### src/design/pwo_pkg.sv
// Pointwise engine shared definitions
`default_nettype none

package pwo_pkg;

    // ============================================================
    // Field and storage constants
    // ============================================================
    localparam int unsigned MLDSA_Q = 8380417;
    localparam int COEFF_W = 23;
    localparam int SLOT_W = 24;
    localparam int COEFFS_PER_WORD = 4;
    localparam int WORD_W = COEFFS_PER_WORD * SLOT_W;
    localparam int MEM_ADDR_W = 15;

    // Cycles from read request to write request
    localparam int PIPE_LAT = 5;

    // ============================================================
    // Word layout
    // ============================================================
    typedef logic [COEFF_W-1:0] coeff_t;

    typedef struct packed {
        logic [SLOT_W-COEFF_W-1:0] pad;
        coeff_t                    coeff;
    } slot_t;

    // Slot 0 in the low bits
    typedef slot_t [COEFFS_PER_WORD-1:0] mem_word_t;

    // ============================================================
    // Modes and memory requests
    // ============================================================
    typedef enum logic [1:0] {
        pwm = 2'd0,
        pwa = 2'd1,
        pws = 2'd2
    } pwo_mode_e;

    typedef enum logic [1:0] {
        RW_IDLE  = 2'd0,
        RW_READ  = 2'd1,
        RW_WRITE = 2'd2
    } rw_cmd_e;

    typedef struct packed {
        rw_cmd_e                rd_wr_en;
        logic [MEM_ADDR_W-1:0] addr;
    } mem_req_t;

    typedef struct packed {
        logic [MEM_ADDR_W-1:0] a_base;
        logic [MEM_ADDR_W-1:0] b_base;
        logic [MEM_ADDR_W-1:0] c_base;
    } pwo_base_addr_t;

endpackage

`default_nettype wire

### src/design/pwo_ctrl.sv
// Pointwise run sequencer
`default_nettype none

module pwo_ctrl #(
    parameter int NUM_WORDS = 64
) (
    input  logic                           clk,
    input  logic                           reset_n,
    input  logic                           zeroize_i,
    input  logic                           enable_i,
    input  pwo_pkg::pwo_mode_e             mode_i,
    input  logic                           accumulate_i,
    input  pwo_pkg::pwo_base_addr_t        base_addr_i,
    output pwo_pkg::mem_req_t              a_rd_req_o,
    output pwo_pkg::mem_req_t              b_rd_req_o,
    output pwo_pkg::mem_req_t              c_rd_req_o,
    output logic                           issue_o,
    output logic [pwo_pkg::MEM_ADDR_W-1:0] word_idx_o,
    output logic                           busy_o,
    output logic                           done_o
);
    import pwo_pkg::*;

    localparam int DRAIN_W = $clog2(PIPE_LAT);

    typedef enum logic [1:0] {
        ST_IDLE  = 2'd0,
        ST_READ  = 2'd1,
        ST_DRAIN = 2'd2
    } state_e;

    state_e                state_q;
    logic [MEM_ADDR_W-1:0] word_cnt_q;
    logic [DRAIN_W-1:0]    drain_cnt_q;
    logic                  done_q;
    logic                  rd_active;
    logic                  last_word;

    assign rd_active = (state_q == ST_READ);
    assign last_word = (word_cnt_q == MEM_ADDR_W'(NUM_WORDS - 1));

    // ============================================================
    // FSM
    // ============================================================
    always_ff @(posedge clk or negedge reset_n) begin
        if (!reset_n) begin
            state_q     <= ST_IDLE;
            word_cnt_q  <= '0;
            drain_cnt_q <= '0;
            done_q      <= 1'b0;
        end else if (zeroize_i) begin
            state_q     <= ST_IDLE;
            word_cnt_q  <= '0;
            drain_cnt_q <= '0;
            done_q      <= 1'b0;
        end else begin
            done_q <= 1'b0;
            case (state_q)
                ST_IDLE: begin
                    // Start pulse only seen here, so it is ignored while busy
                    if (enable_i) begin
                        state_q    <= ST_READ;
                        word_cnt_q <= '0;
                    end
                end
                ST_READ: begin
                    if (last_word) begin
                        state_q     <= ST_DRAIN;
                        drain_cnt_q <= '0;
                    end else begin
                        word_cnt_q <= word_cnt_q + 1'b1;
                    end
                end
                ST_DRAIN: begin
                    // Let the last word reach the C write port
                    if (drain_cnt_q == DRAIN_W'(PIPE_LAT - 1)) begin
                        state_q <= ST_IDLE;
                        done_q  <= 1'b1;
                    end else begin
                        drain_cnt_q <= drain_cnt_q + 1'b1;
                    end
                end
                default: state_q <= ST_IDLE;
            endcase
        end
    end

    // One word read per cycle
    always_comb begin
        a_rd_req_o = '0;
        b_rd_req_o = '0;
        c_rd_req_o = '0;
        if (rd_active) begin
            a_rd_req_o.rd_wr_en = RW_READ;
            a_rd_req_o.addr     = base_addr_i.a_base + word_cnt_q;
            b_rd_req_o.rd_wr_en = RW_READ;
            b_rd_req_o.addr     = base_addr_i.b_base + word_cnt_q;
            // Old C only needed for multiply-accumulate
            if (accumulate_i && (mode_i == pwm)) begin
                c_rd_req_o.rd_wr_en = RW_READ;
                c_rd_req_o.addr     = base_addr_i.c_base + word_cnt_q;
            end
        end
    end

    assign issue_o    = rd_active;
    assign word_idx_o = word_cnt_q;
    assign busy_o     = (state_q != ST_IDLE);
    assign done_o     = done_q;

    // Read state ends right after the last word
    a_no_rd_outside_read : assert property (@(posedge clk) disable iff (!reset_n)
        rd_active && last_word |=> (a_rd_req_o.rd_wr_en == RW_IDLE)
                                   && (b_rd_req_o.rd_wr_en == RW_IDLE)
                                   && (c_rd_req_o.rd_wr_en == RW_IDLE));

    a_done_single : assert property (@(posedge clk) disable iff (!reset_n)
        done_o |=> !done_o);

endmodule

`default_nettype wire

### config.mk
export PLATFORM = sky130hd
export DESIGN_NAME = pwo_ctrl
export DESIGN_NICKNAME = d
export VERILOG_FILES = /design/src/design/pwo_pkg.sv /design/src/design/pwo_ctrl.sv
export SDC_FILE = /design/constraint.sdc
export NUM_CORES = 1
export LEC_CHECK = 0
export BUFFER_PORTS_ARGS = -buffer_cell sky130_fd_sc_hd__buf_4
export CELL_PAD_IN_SITES_DETAIL_PLACEMENT = 1
export CELL_PAD_IN_SITES_GLOBAL_PLACEMENT = 2
export CORE_MARGIN = 2
export CORE_UTILIZATION = 28
export CTS_BUF_LIST = sky130_fd_sc_hd__clkbuf_4
export DETAILED_ROUTE_END_ITERATION = 6
export PLACE_DENSITY = 0.9
export SLEW_MARGIN = 20
export SYNTH_ARGS = -nofsm -noshare
export SYNTH_HDL_FRONTEND = slang
export SYNTH_SLANG_ARGS = --single-unit
### constraint.sdc
create_clock -name clk -period 3 [get_ports clk]
set_clock_uncertainty 0.1 [all_clocks]
set_input_delay 0.3 -clock clk [delete_from_list [all_inputs] [get_ports clk]]
set_output_delay 0.3 -clock clk [all_outputs]
set_load 0.02 [all_outputs]
; Yosys cells after proc, flatten, opt, wreduce, memory -nomap -nowiden
; Index checks and enable logic that the tools add are counted.
; W data, S select, Z words.
[totals]
register_bits = 21
in_bits = 52
output_inout_bits = 69
[classes]
n_addsub = 5
eq_ne = 9
muxes = 20
reduce_logical = 9
[ops]
columns = operator, n
row1 = $mux W16, 4
row2 = $add A15 B15 Y15, 3
row3 = $mux W15, 3
row4 = $pmux W15 S2, 1
row5 = $add A15 B1 Y15 const B, 1
row6 = $eq A15 B6 Y1 const B, 1
row7 = $ne A3 B3 Y1 const B, 4
row8 = $mux W3, 3
row9 = $reduce_and A3 Y1, 3
row10 = $mux W2, 4
row11 = $pmux W2 S3, 1
row12 = $pmux W3 S2, 1
row13 = $reduce_bool A3 Y1, 2
row14 = $logic_not A2 Y1, 2
row15 = $add A3 B1 Y3 const B, 1
row16 = $eq A3 B3 Y1 const B, 1
row17 = $mux W1, 3
row18 = $ne A3 B2 Y1 const B, 1
row19 = $eq A2 B1 Y1 const B, 1
row20 = $eq A2 B2 Y1 const B, 1
row21 = $reduce_bool A2 Y1, 1
row22 = $logic_and A1 B1 Y1, 1

; Logic depth before layout (Yosys ltp)
[logic_depth]
depth_word = 4
ltp_mapped = 9

; Worst setup path after synthesis
; No wires, ideal clock.
[synth_timing]
kind = flip-flop to output port
from = reg word_cnt_q[0] (netlist: word_idx_o[0])
to = out c_rd_req_o[8] (netlist name)
t_arrival_ns = 2.411
required_time_ns = 2.600
slack_ns = 0.189
stages_incl_launch_ff = 10
path_buffers = 0
path_cell_list = dfrtp_1 ha_1 inv_1 fa_1 nor2b_1 o31a_1 o21ai_0 a21oi_1 nor3_1 nor3b_1
[synth_rtl]
columns = element, line
row1 = start: declaration, pwo_ctrl.sv:33  ; logic [MEM_ADDR_W-1:0] word_cnt_q;
row2 = start signal: assignment, pwo_ctrl.sv:71  ; word_cnt_q <= word_cnt_q + 1'b1;
row3 = end: declaration, pwo_ctrl.sv:16  ; output pwo_pkg::mem_req_t c_rd_req_o,

==> metrics.yaml <==
run_status:
  outcome: "complete, but fails checks"
  violations: "setup timing"
clock_network:
  clock_latency_ns: 0.32
  cts.sinks: 21
  tritoncts: "built"
  h-tree-depth: 1
  cts.clk_slew.worst_paths_ns: 0.13
  cts_buffer_depth: 2
  cts_buffers: 3
  root_buffer: "clkbuf_4"
setup_path:
  critPathLaunch: "word_idx_o[0]"
  critPathCaptureType: "output port"
  r2r_start: "word_idx_o[9]"
  critPathLaunchType: "register"
  worstReg2RegEnd: "word_idx_o[2]"
  crit_fanout: 4
  reg2reg_depth: 6
  critPathRequiredTime_ns: 2.60
  crit_type: "reg2out"
  crit_arrival_ns: 2.65
  regToRegSetupSlack_ns: 0.56
floorplanning:
  core_sq_um: 11900
  die_x_um: 114
  die_height_um: 114
  initial_core_util_pct: 28.5
  ioPinCount: 121
  num_rows: 40
  dieArea_sq_um: 13000
placement:
  place_area_sq_um: 4470
  numPortBuffers: 117
  post-dp-hpwl_um: 10400
  finalWeightedCongestion: 0.831
logic_synthesis:
  synth.avg_cell_area_sq_um: 7.36
  synth_cells: 461
  synthMuxAreaShare_pct: 0.295
  seq_area_frac_synth_pct: 15.5
  ys_types: 53
  netlist_area_sq_um: 3390
  yosysWarningCount: 0
  synth_top_family_by_area: "compound AO/OA/AOI/OAI gates"
  synth-main-ff-cell: "dfrtp_1"
  synth_xor_area_share_pct: 4.90
  synthArstFlopShare_pct: 100
  synth-seq-cells: 21
  synth_compound_area_share_pct: 30.1
  synthAdderAreaFrac_pct: 18.4
  synth-simple-area-share_pct: 25.6
  synth-edff-count: 0
global_routing:
  overflow: 0
  antenna_found_initial: 0
  grt_pass1_vias: 4002
  track_usage_pct: 19.2
  grt_first_pass_wirelength_um: 20300
  grt_start_max_net_pins: 30
routing:
  detail_route.vias_per_cell: 5.44
  ant_nets: 0
  post-route-drc-count: 0
  routed_wl_um: 13400
  dr.first_iter.drc_count: 134
  wl_per_cell_um: 18.1
  drtPass1Iterations: 4
  num_vias: 4034
power_and_ir_drop:
  power_density_nw_per_um2: 189
  p_leak_nw: 2.37
  peakVddDrop_uv: 119
sta:
  hold_violations: 0
  setup_violations: 1
  fin_setup_tns_ns: -0.0507
  fin_ws_ns: -0.0507
  slew_headroom_pct: 56.0
  fin_crit_sh_pct: 102
  whs_ns: 0.138
  slew_violations: 0
  worst_pin_slew_ns: 0.661
  final.min_clock_period_ns: 3.05
  rsz0062_at_grt: "true"
  max_freq_mhz: 328
finish:
  fin_nets: 695
  syn2layout_area_growth_pct: 42.8
  fill_cells: 1481
  final_cell_area_sq_um: 4850
  layout-drive-gt1-share_pct: 33.8
  antenna_cells: 0
run:
  max_cap_violations: 0
min_path:
  hp-class: "in2reg"
  hold_path_depth: 3
  min_from: "enable_i"
  holdPathEnd: "state_q[0]"
## metal layers
metal  track usage, %  vias to the layer above  wire length, um
met5                0                        -                0
met4             4.55                        0              276
met3             1.27                       21              638
met2             34.6                      120             6920
met1             25.0                     1936             5580
li1                 -                     1957                -
## sequential cells by signal (all words and copies together) (netlist names)
register and cells:
done_o 1, drain_cnt_q 3, state_q 2, word_idx_o 15
## logic make-up (layout without fill, tap and decap cells)
| family | count (synthesis) | in the layout |
|---|---|---|
| AOI/OAI and AO/OA | 160 | 160 |
| xor gates and xnor gates | 19 | 19 |
| adders and majority gates | 48 | 48 |
| buffers and inverters | 37 | 168 |
| DFF | 21 | 21 |
| muxes | 1 | 1 |
| other | 1 | 3 |
| and+or+nand+nor | 174 | 174 |
## cell usage after synthesis, drive strengths merged, types with 12 or more instances
cell / instances / area, sq um
a211oi: 12 / 90.1
a21o: 14 / 108
a21oi: 32 / 160
dfrtp: 21 / 526
ha: 45 / 563
inv: 21 / 78.8
nand2: 37 / 139
nor2: 50 / 188
nor3: 21 / 105
o21a: 13 / 97.6
o21ai: 52 / 260
xnor2: 13 / 114
## layout make-up
cell class | instances | area [sq um] | share of cell area [%]
clock buffer | 4 | 30.0 | 0.620
inverter | 21 | 81.3 | 1.68
multi-input combinational | 405 | 2930 | 60.5
sequential | 21 | 533 | 11.0
tap | 147 | 184 | 3.79
timing repair buffer | 143 | 1090 | 22.4
## metrics by stage
step                      setup WS (ns)  power [mW]  utilization [%]  cells
after global placement            0.247       0.720             37.5    724
after global routing             -0.167       0.968             40.7    741
after CTS                       -0.0490       0.890             38.2    730
after detailed placement          0.173       0.730             37.5    724
final                           -0.0507       0.915             40.7    741
after floorplan                   0.189       0.542                -    463
## how the worst max path moves through the flow
stage / to / slack, ns / depth (start not counted)
after global routing: c_rd_req_o[14] / -0.17 / 10
after CTS: c_rd_req_o[14] / -0.05 / 10
after global placement: c_rd_req_o[14] / 0.25 / 8
final: c_rd_req_o[14] / -0.05 / 10
after floorplan: c_rd_req_o[8] / 0.19 / 9
after detailed placement: a_rd_req_o[12] / 0.17 / 10
## layout by cell type, fill, tap and decap left out, types with 8 or more instances in the layout
cell      instances
buf_4           139
nor2_1           48
nand2_1          37
o21ai_0          37
ha_1             36
a21oi_1          25
nor3_1           20
inv_1            19
dfrtp_1          15
o21a_1           13
xnor2_1          13
o21ai_1          12
a21o_1           12
a31oi_1           9
nand3_1           9
and3_1            9
nand4_1           8
a211oi_1          8
## power by group
group          internal, mW  switching, mW  leakage (nW)
combinational         0.202          0.263          2.07
clock                0.0611         0.0961        0.0184
sequential            0.287        0.00569         0.282
total                 0.550          0.365          2.37
## worst max-delay path, cell delays in order, from the launching register on
cell     delay [ns]
dfrtp_2        0.47
ha_4           0.18
inv_2          0.06
fa_2           0.23
nor2b_4        0.05
o31a_1         0.34
o31ai_4        0.29
a21oi_2        0.09
or3_1          0.33
a21oi_2        0.15
buf_6          0.14
## timing repair
| item | 4_1_cts | 5_1_grt |
|---|---|---|
| resized for setup | 15 | 53 |
| pin swaps | 2 | 20 |
| buffers inserted | 1 | 11 |
| setup endpoints to repair | 13 | 22 |
| cloned | 0 | 0 |
| hold endpoints to repair | 21 | 0 |
| hold buffers | 1 | 0 |
No activity file was read; power rests on OpenSTA's default activity.
